## src/design/cpu8008_defines.svh

```systemverilog
`ifndef CPU8008_DEFINES_SVH
`define CPU8008_DEFINES_SVH

// Data path and external bus width.
`define CPU_DATA_W 8
// Program counter width.
`define CPU_ADDR_W 14

// Scratchpad registers A, B, C, D, E, H, L.
`define CPU_NUM_REGS 7
`define CPU_REG_SEL_W 3
`define CPU_FLAG_W 4 // Carry, zero, sign, parity from bit 0 up.

`endif

```

## src/design/cpu8008_pkg.sv

```systemverilog
package cpu8008_pkg;

	//////////////////////////////////////////////////////////////////////
	// External state codes, as seen on the state pins.
	//////////////////////////////////////////////////////////////////////
	typedef enum logic [2:0] {
		WAIT    = 3'b000,
		T3      = 3'b001,
		T1      = 3'b010,
		STOPPED = 3'b011,
		T2      = 3'b100,
		T5      = 3'b101,
		T4      = 3'b111
	} t_state_e;

	// Machine cycle type, sent in T2 on bits 7:6.
	typedef enum logic [1:0] {
		PCI = 2'b00, // Instruction fetch.
		PCR = 2'b01, // Immediate read.
		PCC = 2'b10  // Output command.
	} cycle_e;

	typedef enum logic [2:0] {
		BUS_NONE,
		BUS_PC_LOW,
		BUS_PC_HIGH,
		BUS_REG,
		BUS_ALU,
		BUS_TMP_A,
		BUS_TMP_B,
		BUS_DATA_IN
	} bus_src_e;

	// The first eight follow the PPP field of the ALU opcodes.
	typedef enum logic [3:0] {
		ALU_ADD, ALU_ADC, ALU_SUB, ALU_SBB,
		ALU_AND, ALU_XOR, ALU_OR, ALU_CMP,
		ALU_INR, ALU_DCR,
		ALU_RLC, ALU_RRC, ALU_RAL, ALU_RAR
	} alu_op_e;

endpackage

```

## src/design/datapath_ctrl_if.sv

```systemverilog
`include "cpu8008_defines.svh"

interface datapath_ctrl_if;
	cpu8008_pkg::bus_src_e bus_src;
	cpu8008_pkg::cycle_e cycle_type;
	logic [`CPU_REG_SEL_W-1:0] reg_sel;
	logic reg_wr;
	logic tmp_a_ld;
	logic tmp_b_ld;
	logic ir_ld;
	logic pc_inc;
	cpu8008_pkg::alu_op_e alu_op;
	logic alu_go; // Also writes the flags.

	// Returned by the datapath.
	logic [`CPU_DATA_W-1:0] instr;
	logic ready_sync;

	modport sequencer (
		output bus_src, cycle_type, reg_sel, reg_wr, tmp_a_ld, tmp_b_ld,
		output ir_ld, pc_inc, alu_op, alu_go,
		input instr, ready_sync
	);

	modport datapath (
		input bus_src, cycle_type, reg_sel, reg_wr, tmp_a_ld, tmp_b_ld,
		input ir_ld, pc_inc, alu_op, alu_go,
		output instr, ready_sync
	);
endinterface

```

## src/design/alu.sv

```systemverilog
`include "cpu8008_defines.svh"

module alu (
	input logic clk,
	input logic rst,
	input logic [`CPU_DATA_W-1:0] a,
	input logic [`CPU_DATA_W-1:0] b,
	input cpu8008_pkg::alu_op_e op,
	input logic go,
	output logic [`CPU_DATA_W-1:0] result
);
	logic [`CPU_FLAG_W-1:0] flags_q;
	logic [`CPU_FLAG_W-1:0] flags_d;
	logic [`CPU_DATA_W:0] wide; // Carry out on top.
	logic carry;

	assign carry = flags_q[0];

	always_comb begin
		case (op)
			cpu8008_pkg::ALU_ADD: wide = {1'b0, a} + {1'b0, b};
			cpu8008_pkg::ALU_ADC: wide = {1'b0, a} + {1'b0, b} + 9'(carry);
			cpu8008_pkg::ALU_SUB: wide = {1'b0, a} - {1'b0, b};
			cpu8008_pkg::ALU_SBB: wide = {1'b0, a} - {1'b0, b} - 9'(carry);
			cpu8008_pkg::ALU_CMP: wide = {1'b0, a} - {1'b0, b};
			cpu8008_pkg::ALU_AND: wide = {1'b0, a & b};
			cpu8008_pkg::ALU_XOR: wide = {1'b0, a ^ b};
			cpu8008_pkg::ALU_OR: wide = {1'b0, a | b};
			cpu8008_pkg::ALU_INR: wide = {carry, a + 8'd1};
			cpu8008_pkg::ALU_DCR: wide = {carry, a - 8'd1};
			cpu8008_pkg::ALU_RLC: wide = {a[7], a[6:0], a[7]};
			cpu8008_pkg::ALU_RRC: wide = {a[0], a[0], a[7:1]};
			cpu8008_pkg::ALU_RAL: wide = {a[7], a[6:0], carry};
			cpu8008_pkg::ALU_RAR: wide = {a[0], carry, a[7:1]};
			default: wide = {carry, a};
		endcase

		// Parity, sign, zero, carry.
		flags_d = {~^wide[7:0], wide[7], wide[7:0] == 8'd0, wide[8]};
		if (op inside {cpu8008_pkg::ALU_RLC, cpu8008_pkg::ALU_RRC,
				cpu8008_pkg::ALU_RAL, cpu8008_pkg::ALU_RAR}) begin
			flags_d = {flags_q[3:1], wide[8]}; // Rotates touch carry only.
		end

		result = (op == cpu8008_pkg::ALU_CMP) ? a : wide[7:0];
	end

	always_ff @(posedge clk) begin
		if (rst) begin
			flags_q <= '0;
		end else if (go) begin
			flags_q <= flags_d;
		end
	end
endmodule

```

## src/design/register_file.sv

```systemverilog
`include "cpu8008_defines.svh"

module register_file (
	input logic clk,
	input logic rst,
	input logic [`CPU_REG_SEL_W-1:0] sel,
	input logic wr,
	input logic [`CPU_DATA_W-1:0] wdata,
	output logic [`CPU_DATA_W-1:0] rdata,
	output logic [`CPU_DATA_W-1:0] acc
);
	logic [`CPU_DATA_W-1:0] regs [0:`CPU_NUM_REGS-1];
	logic [`CPU_REG_SEL_W-1:0] rd_idx;
	logic sel_valid;

	// Code 7 is the memory slot, which here aliases A.
	assign sel_valid = (sel < `CPU_REG_SEL_W'(`CPU_NUM_REGS));
	assign rd_idx = sel_valid ? sel : '0;
	assign rdata = regs[rd_idx];
	assign acc = regs[0];

	always_ff @(posedge clk) begin
		if (rst) begin
			for (int i = 0; i < `CPU_NUM_REGS; i++) begin
				regs[i] <= '0;
			end
		end else if (wr && sel_valid) begin
			regs[sel] <= wdata;
		end
	end
endmodule

```

## src/design/datapath.sv

```systemverilog
`include "cpu8008_defines.svh"

module datapath (
	input logic clk,
	input logic rst,
	datapath_ctrl_if.datapath ctrl,
	input logic [`CPU_DATA_W-1:0] d_in,
	input logic ready,
	output logic [`CPU_DATA_W-1:0] d_out
);
	logic ready_meta;
	logic ready_q;
	logic [`CPU_DATA_W-1:0] ir_q;
	logic [`CPU_ADDR_W-1:0] pc_q;
	logic [`CPU_DATA_W-1:0] tmp_a;
	logic [`CPU_DATA_W-1:0] tmp_b;
	logic [`CPU_DATA_W-1:0] bus;
	logic [`CPU_DATA_W-1:0] alu_result;
	logic [`CPU_DATA_W-1:0] rf_rdata;
	logic [`CPU_DATA_W-1:0] acc;

	//////////////////////////////////////////////////////////////////////
	// READY synchronizer, IR and PC.
	//////////////////////////////////////////////////////////////////////
	always_ff @(posedge clk) begin
		if (rst) begin
			ready_meta <= 1'b0;
			ready_q <= 1'b0;
			ir_q <= '0;
			pc_q <= '0;
		end else begin
			ready_meta <= ready;
			ready_q <= ready_meta;
			if (ctrl.ir_ld) ir_q <= d_in;
			if (ctrl.pc_inc) pc_q <= pc_q + 1'b1;
		end
	end

	assign ctrl.ready_sync = ready_q;
	// New opcode is visible to decode during its own T3.
	assign ctrl.instr = ctrl.ir_ld ? d_in : ir_q;

	always_ff @(posedge clk) begin
		if (ctrl.tmp_a_ld) begin
			// PC_LOW on the bus marks fetch T1, where A is latched.
			tmp_a <= (ctrl.bus_src == cpu8008_pkg::BUS_PC_LOW) ? acc : bus;
		end
		if (ctrl.tmp_b_ld) tmp_b <= bus;
	end

	//////////////////////////////////////////////////////////////////////
	// Internal bus.
	//////////////////////////////////////////////////////////////////////
	always_comb begin
		case (ctrl.bus_src)
			cpu8008_pkg::BUS_PC_LOW: bus = pc_q[7:0];
			cpu8008_pkg::BUS_PC_HIGH: bus = {ctrl.cycle_type, pc_q[`CPU_ADDR_W-1:8]};
			cpu8008_pkg::BUS_REG: bus = rf_rdata;
			cpu8008_pkg::BUS_ALU: bus = alu_result;
			cpu8008_pkg::BUS_TMP_A: bus = tmp_a;
			cpu8008_pkg::BUS_TMP_B: begin
				// Output command carries its cycle code in the opcode byte.
				if (ctrl.cycle_type == cpu8008_pkg::PCC) begin
					bus = {ctrl.cycle_type, tmp_b[5:0]};
				end else begin
					bus = tmp_b;
				end
			end
			cpu8008_pkg::BUS_DATA_IN: bus = d_in;
			default: bus = '0;
		endcase
	end

	assign d_out = bus;

	alu u_alu (
		.clk(clk),
		.rst(rst),
		.a(tmp_a),
		.b(tmp_b),
		.op(ctrl.alu_op),
		.go(ctrl.alu_go),
		.result(alu_result)
	);

	register_file u_regs (
		.clk(clk),
		.rst(rst),
		.sel(ctrl.reg_sel),
		.wr(ctrl.reg_wr),
		.wdata(bus),
		.rdata(rf_rdata),
		.acc(acc)
	);
endmodule

```

## src/design/control_sequencer.sv

```systemverilog
`include "cpu8008_defines.svh"

module control_sequencer (
	input logic clk,
	input logic rst,
	datapath_ctrl_if.sequencer ctrl,
	output logic sync,
	output cpu8008_pkg::t_state_e state
);
	cpu8008_pkg::t_state_e state_q;
	cpu8008_pkg::t_state_e state_d;
	cpu8008_pkg::cycle_e cycle_q;
	cpu8008_pkg::cycle_e cycle_d;

	logic [`CPU_REG_SEL_W-1:0] src_sel;
	logic [`CPU_REG_SEL_W-1:0] dst_sel;
	logic is_halt;
	logic is_mov;
	logic is_mvi;
	logic is_alu_r;
	logic is_alu_i;
	logic is_inr;
	logic is_dcr;
	logic is_rot;
	logic is_out;

	//////////////////////////////////////////////////////////////////////
	// Opcode classes.
	//////////////////////////////////////////////////////////////////////
	assign src_sel = ctrl.instr[2:0];
	assign dst_sel = ctrl.instr[5:3];

	assign is_halt  = (ctrl.instr[7:1] == 7'b0000000) || (ctrl.instr == 8'hff);
	assign is_mov   = (ctrl.instr[7:6] == 2'b11) && (ctrl.instr != 8'hff);
	assign is_alu_r = (ctrl.instr[7:6] == 2'b10);
	assign is_mvi   = (ctrl.instr[7:6] == 2'b00) && (ctrl.instr[2:0] == 3'b110);
	assign is_alu_i = (ctrl.instr[7:6] == 2'b00) && (ctrl.instr[2:0] == 3'b100);
	assign is_inr   = (ctrl.instr[7:6] == 2'b00) && (ctrl.instr[2:0] == 3'b000) &&
		(dst_sel != 3'b000);
	assign is_dcr   = (ctrl.instr[7:6] == 2'b00) && (ctrl.instr[2:0] == 3'b001) &&
		(dst_sel != 3'b000);
	assign is_rot   = (ctrl.instr[7:5] == 3'b000) && (ctrl.instr[2:0] == 3'b010);
	assign is_out   = (ctrl.instr[7:6] == 2'b01) && ctrl.instr[0] &&
		(ctrl.instr[5:4] != 2'b00);

	assign ctrl.cycle_type = cycle_q;
	assign ctrl.ir_ld = (state_q == cpu8008_pkg::T3) && (cycle_q == cpu8008_pkg::PCI);

	assign sync = (state_q == cpu8008_pkg::T1) || (state_q == cpu8008_pkg::T2);
	assign state = state_q;

	//////////////////////////////////////////////////////////////////////
	// Next state and strobes.
	//////////////////////////////////////////////////////////////////////
	always_comb begin
		state_d = state_q;
		cycle_d = cycle_q;
		ctrl.bus_src = cpu8008_pkg::BUS_NONE;
		ctrl.reg_sel = '0;
		ctrl.reg_wr = 1'b0;
		ctrl.tmp_a_ld = 1'b0;
		ctrl.tmp_b_ld = 1'b0;
		ctrl.pc_inc = 1'b0;
		ctrl.alu_op = cpu8008_pkg::ALU_ADD;
		ctrl.alu_go = 1'b0;
		case (state_q)
			cpu8008_pkg::T1: begin
				state_d = cpu8008_pkg::T2;
				if (cycle_q == cpu8008_pkg::PCC) begin
					ctrl.bus_src = cpu8008_pkg::BUS_TMP_A; // Accumulator out.
				end else begin
					ctrl.bus_src = cpu8008_pkg::BUS_PC_LOW;
					ctrl.tmp_a_ld = (cycle_q == cpu8008_pkg::PCI);
				end
			end
			cpu8008_pkg::T2: begin
				state_d = ctrl.ready_sync ? cpu8008_pkg::T3 : cpu8008_pkg::WAIT;
				if (cycle_q == cpu8008_pkg::PCC) begin
					ctrl.bus_src = cpu8008_pkg::BUS_TMP_B;
				end else begin
					ctrl.bus_src = cpu8008_pkg::BUS_PC_HIGH;
					ctrl.pc_inc = 1'b1;
				end
			end
			cpu8008_pkg::WAIT: begin
				state_d = ctrl.ready_sync ? cpu8008_pkg::T3 : cpu8008_pkg::WAIT;
			end
			cpu8008_pkg::T3: begin
				if (cycle_q == cpu8008_pkg::PCC) begin
					state_d = cpu8008_pkg::T1;
					cycle_d = cpu8008_pkg::PCI;
				end else begin
					// Opcode or immediate byte lands in temp B.
					ctrl.bus_src = cpu8008_pkg::BUS_DATA_IN;
					ctrl.tmp_b_ld = 1'b1;
					state_d = cpu8008_pkg::T4;
					if (cycle_q == cpu8008_pkg::PCI) begin
						if (is_halt) begin
							state_d = cpu8008_pkg::STOPPED;
						end else if (is_mvi || is_alu_i) begin
							state_d = cpu8008_pkg::T1;
							cycle_d = cpu8008_pkg::PCR;
						end else if (is_out) begin
							state_d = cpu8008_pkg::T1;
							cycle_d = cpu8008_pkg::PCC;
						end
					end
				end
			end
			cpu8008_pkg::T4: begin
				state_d = cpu8008_pkg::T5;
				if (cycle_q == cpu8008_pkg::PCI) begin
					if (is_mov || is_alu_r) begin
						ctrl.bus_src = cpu8008_pkg::BUS_REG;
						ctrl.reg_sel = src_sel;
						ctrl.tmp_b_ld = 1'b1;
					end else if (is_inr || is_dcr) begin
						ctrl.bus_src = cpu8008_pkg::BUS_REG;
						ctrl.reg_sel = dst_sel;
						ctrl.tmp_a_ld = 1'b1;
					end
				end
			end
			cpu8008_pkg::T5: begin
				state_d = cpu8008_pkg::T1;
				cycle_d = cpu8008_pkg::PCI;
				if (is_mov || is_mvi) begin
					ctrl.bus_src = cpu8008_pkg::BUS_TMP_B;
					ctrl.reg_sel = dst_sel;
					ctrl.reg_wr = 1'b1;
				end else if (is_alu_r || is_alu_i) begin
					ctrl.bus_src = cpu8008_pkg::BUS_ALU;
					ctrl.alu_op = cpu8008_pkg::alu_op_e'({1'b0, ctrl.instr[5:3]});
					ctrl.alu_go = 1'b1;
					ctrl.reg_wr = 1'b1; // Result goes to A.
				end else if (is_inr || is_dcr) begin
					ctrl.bus_src = cpu8008_pkg::BUS_ALU;
					ctrl.alu_op = is_inr ? cpu8008_pkg::ALU_INR : cpu8008_pkg::ALU_DCR;
					ctrl.alu_go = 1'b1;
					ctrl.reg_sel = dst_sel;
					ctrl.reg_wr = 1'b1;
				end else if (is_rot) begin
					ctrl.bus_src = cpu8008_pkg::BUS_ALU;
					case (ctrl.instr[4:3])
						2'b00: ctrl.alu_op = cpu8008_pkg::ALU_RLC;
						2'b01: ctrl.alu_op = cpu8008_pkg::ALU_RRC;
						2'b10: ctrl.alu_op = cpu8008_pkg::ALU_RAL;
						default: ctrl.alu_op = cpu8008_pkg::ALU_RAR;
					endcase
					ctrl.alu_go = 1'b1;
					ctrl.reg_wr = 1'b1;
				end
			end
			default: begin
				state_d = cpu8008_pkg::STOPPED; // Only reset leaves here.
			end
		endcase
	end

	always_ff @(posedge clk) begin
		if (rst) begin
			state_q <= cpu8008_pkg::T1;
			cycle_q <= cpu8008_pkg::PCI;
		end else begin
			state_q <= state_d;
			cycle_q <= cycle_d;
		end
	end
endmodule

```

## src/design/cpu8008_top.sv

```systemverilog
`include "cpu8008_defines.svh"

module cpu8008_top (
	input logic clk,
	input logic rst,
	input logic [`CPU_DATA_W-1:0] d_in,
	input logic ready,
	output logic [`CPU_DATA_W-1:0] d_out,
	output logic sync,
	output logic [2:0] state
);
	// Strobes from the sequencer, opcode and READY back.
	datapath_ctrl_if u_ctrl_if ();

	control_sequencer u_sequencer (
		.clk(clk),
		.rst(rst),
		.ctrl(u_ctrl_if.sequencer),
		.sync(sync),
		.state(state)
	);

	datapath u_datapath (
		.clk(clk),
		.rst(rst),
		.ctrl(u_ctrl_if.datapath),
		.d_in(d_in),
		.ready(ready),
		.d_out(d_out)
	);
endmodule

```

## config.mk

```make
export PLATFORM = sky130hd
export DESIGN_NAME = cpu8008_top
export DESIGN_NICKNAME = d
export VERILOG_FILES = /design/src/design/cpu8008_pkg.sv /design/src/design/datapath_ctrl_if.sv /design/src/design/alu.sv /design/src/design/register_file.sv /design/src/design/datapath.sv /design/src/design/control_sequencer.sv /design/src/design/cpu8008_top.sv
export VERILOG_INCLUDE_DIRS = /design/src /design/src/design
export SDC_FILE = /design/constraint.sdc
export NUM_CORES = 1
export LEC_CHECK = 0
export ABC_AREA = 0
export ABC_CLOCK_PERIOD_IN_PS = 5800
export BUFFER_PORTS_ARGS = -buffer_cell sky130_fd_sc_hd__buf_2
export CAP_MARGIN = 25
export CELL_PAD_IN_SITES_DETAIL_PLACEMENT = 1
export CELL_PAD_IN_SITES_GLOBAL_PLACEMENT = 1
export CORE_MARGIN = 2
export CORE_UTILIZATION = 44
export CTS_CLUSTER_DIAMETER = 200
export DETAILED_ROUTE_END_ITERATION = 16
export HOLD_SLACK_MARGIN = 0.1
export PLACE_DENSITY_LB_ADDON = 0.1
export SLEW_MARGIN = 20
export SYNTH_ARGS = -nofsm -noshare
export SYNTH_HDL_FRONTEND = slang
export SYNTH_SLANG_ARGS = --single-unit
```

## constraint.sdc

```tcl
create_clock -name clk -period 5.8 [get_ports clk]
set_input_delay 0.87 -clock clk [delete_from_list [all_inputs] [get_ports clk]]
set_output_delay 0.87 -clock clk [all_outputs]
set_load 0.005 [all_outputs]
```

==> flow_summary.yaml <==
status:
  status: "finished clean"
place:
  io_buffers: 22
  hpwl_mm: 24.8
  post-place-ws_ns: 0.279
  gp_congestion: 0.960
worst_setup_path:
  worstPathCellList: "buf_2, or4_1, o211ai_1, o22a_1, nor2_4, fa_1, a21o_1, a21oi_1, o21bai_1, a21oi_1, mux2i_1, a2111oi_0, a21oi_1, a211oi_4, inv_1, buf_2"
  path_buf_inv: 3
  critPathArrivalTime_ns: 4.67
  critPathTopFamily: "compound AO/OA/AOI/OAI gates"
  crit_path_frequent_cell: "a21oi_1"
  cpPeakStageDelay_ns: 0.61
  crit_path_start_kind: "input port"
  critPathCaptureType: "primary output"
  worstSetupPathType: "input port to primary output"
  cp_slowest_cell: "or4_1"
  path_max_fanout: 9
  worstPathRequired_ns: 4.93
clocking:
  cts_tree: "done"
  insertion_delay_ns: 0.36
  numCtsBuffers: 9
  clk_path_buf_depth: 2
  postCtsHoldBufs: 0
  cts.sinks: 102
  cts_setup_buffers: 0
  htreeDepth: 3
  clkSlewWorstSetupHoldPaths_ns: 0.08
  root_buffer: "clkbuf_16"
  cts_resized: 0
global_routing:
  grt_pass1_wl_mm: 49.9
  antenna_found_initial: 0
  grt_use_total_pct: 32.4
  overflow: 0
  grt_pass1_vias: 8249
  grt_max_degree: 37
synthesis:
  muxShareOfSynthArea_pct: 2.91
  synth_top_area_share_pct: 22.9
  synthCells: 993
  ys_warn_count: 0
  yosysMostFrequentCell: "nor2_1"
  synth_top_family_by_area: "compound AO/OA/AOI/OAI gates"
  syn_nets: 1042
  synth_top_cells_by_area: "edfxtp_1 (23%), dfxtp_1 (9.1%), nor2_1 (5.5%), ha_1 (5.2%), a21oi_1 (4.2%)"
  synth_compound_area_share_pct: 28.2
  synthTopCellsByCount: "nor2_1 (124), a21oi_1 (71), nand2_1 (70)"
  synth-edff-count: 64
  synth-simple-area-share_pct: 21.7
  synthAdderAreaFrac_pct: 5.93
  synth-async-reset-ratio_pct: 0
  synthXorXnorAreaFrac_pct: 4.19
  syn-cell-area_sq_um: 8400
  syn_avg_cell_area_sq_um: 8.45
  synth_cell_types: 93
  yosysTopAreaCell: "edfxtp_1"
  synth_ff_type: "edfxtp_1"
  yosys_register_bits: 102
  ys_seq_area_share_pct: 32.0
timing:
  fin_tns_setup_ns: 0
  finClkSkew_ns: 0.0109
  worstMarginPinSlew_ns: 1.07
  layout_min_cycle_time_ns: 5.54
  relSlewSlack_pct: 28.4
  drv_slew: 0
  min_period_over_period_pct: 95.6
  hold_viol: 0
  setup_slack_ns: 0.258
  finalSetupViolCount: 0
  whs_ns: 0.448
  fmax_ghz: 0.180
  rsz0062_at_grt: "no"
cells_and_area:
  drive_above_1_share_pct: 12.7
  fin_nets: 1061
  nFillCells: 2235
  diodes: 0
  postLayoutCoreUtil_pct: 49.2
  layout-area-overhead-vs-synth_pct: 9.64
floorplanning:
  dieWidth_microns: 142
  ios: 23
  start_util_pct: 44.9
  std_cell_rows: 50
  dieArea_sq_um: 20200
  core-area_sq_um: 18700
  die_h_microns: 142
power:
  power_frac_comb_pct: 51.8
  p_per_area_nw_per_um2: 352
  swShare_pct: 44.5
  clkPwrFrac_pct: 19.3
  pwr-share-seq_pct: 28.9
  p_switching_w: 0.00144
  leakage_nw: 3.38
  p_int_w: 0.00180
  vdd_ir_drop_max_mv: 0.170
  finalPower_w: 0.00324
route:
  drt_iter0_markers: 650
  finalWirelength_mm: 31.9
  dr.pass1.iters: 5
  vias: 8259
  vias_per_cell: 6.60
  drcViolationCount: 0
  ant_nets: 0
  post_drt_wl_per_cell_microns: 25.5
job:
  drv_cap: 0
worst_hold_path:
  hold_path_class: "flip-flop to flip-flop"
area by class of cell:
cell class | count | area [sq um] | share of cell area [%]
Clock inverter | 5 | 36.3 | 0.394
Timing Repair Buffer | 67 | 448 | 4.87
Multi-Input combinational cell | 785 | 5310 | 57.6
Inverter | 47 | 176 | 1.92
Clock buffer | 11 | 264 | 2.87
Sequential cell | 102 | 2680 | 29.1
Tap cell | 234 | 293 | 3.18
per-stage QoR:
| step | cells | cell area [sq um] |
|---|---|---|
| CTS | 1251 | 9200 |
| detailed placement | 1235 | 8900 |
| global route | 1251 | 9210 |
| global placement | 1235 | 8890 |
| finish | 1251 | 9210 |
| floorplan | 993 | 8400 |
state kept, by name, summed over array words and instances, names as in the netlist, 2 cells and up:
| register | flops |
|---|---|
| u_datapath.tmp_b | 8 |
| u_datapath.u_regs.regs | 56 |
| u_sequencer.state | 3 |
| u_sequencer.ctrl.cycle_type | 2 |
| u_datapath.ir_q | 8 |
| u_datapath.tmp_a | 8 |
| u_datapath.pc_q | 14 |
final timing paths:
| path | slack, ns | end | start | cells past startpoint |
|---|---|---|---|---|
| max | 0.26 | d_out[6] | d_in[1] | 16 |
| min reg2reg | 0.45 | u_datapath.ctrl.ready_sync | u_datapath.ready_meta | 1 |
| max reg2reg | 1.31 | u_datapath.u_regs.regs[2][6] | u_sequencer.ctrl.cycle_type[0] | 15 |
| min | 0.45 | u_datapath.ctrl.ready_sync | u_datapath.ready_meta | 1 |
cells in the final DEF, fill, tap and decap left out, types with 13 or more instances in the layout:
cell type	Yosys	routed
a31oi_1	17	17
dfxtp_1	38	38
o211ai_1	16	16
xnor2_1	21	21
buf_4	0	45
edfxtp_1	64	64
inv_1	45	46
xor2_1	14	14
ha_1	35	35
buf_2	17	22
mux2i_1	15	15
nand2_1	70	70
a21oi_1	71	71
nand2b_1	13	13
a211oi_1	39	39
nor2_1	124	123
nor3_1	30	29
o21ai_0	32	32
nand3_1	34	34
power by group through the flow:
stage / logic [W] / registers (W) / clock network [W]
6_report: 0.00168 / 0.000935 / 0.000627
5_1_grt: 0.00181 / 0.000942 / 0.000655
4_1_cts: 0.00165 / 0.000932 / 0.000638
3_5_place_dp: 0.00164 / 0.000949 / 0
3_3_place_gp: 0.00163 / 0.000946 / 0
2_1_floorplan: 0.00111 / 0.000924 / 0
metal layers:
| layer | vias up | global-route usage (%) | routed length, microns |
|---|---|---|---|
| li1 | 3814 | - | - |
| met3 | 74 | 4.88 | 2070 |
| met1 | 4078 | 44.4 | 14300 |
| met4 | 0 | 13.0 | 1130 |
| met2 | 293 | 51.5 | 14400 |
| met5 | - | 0 | 0 |
cell families after synthesis:
family,Yosys count
XOR/XNOR,37
AO/OA/AOI/OAI,324
multiplexers,23
flip-flops,102
AND/OR/NAND/NOR,363
adder cells (fa/ha/maj),38
buffers and inverters,106
Note: power is estimated with default switching activity, not from simulation.
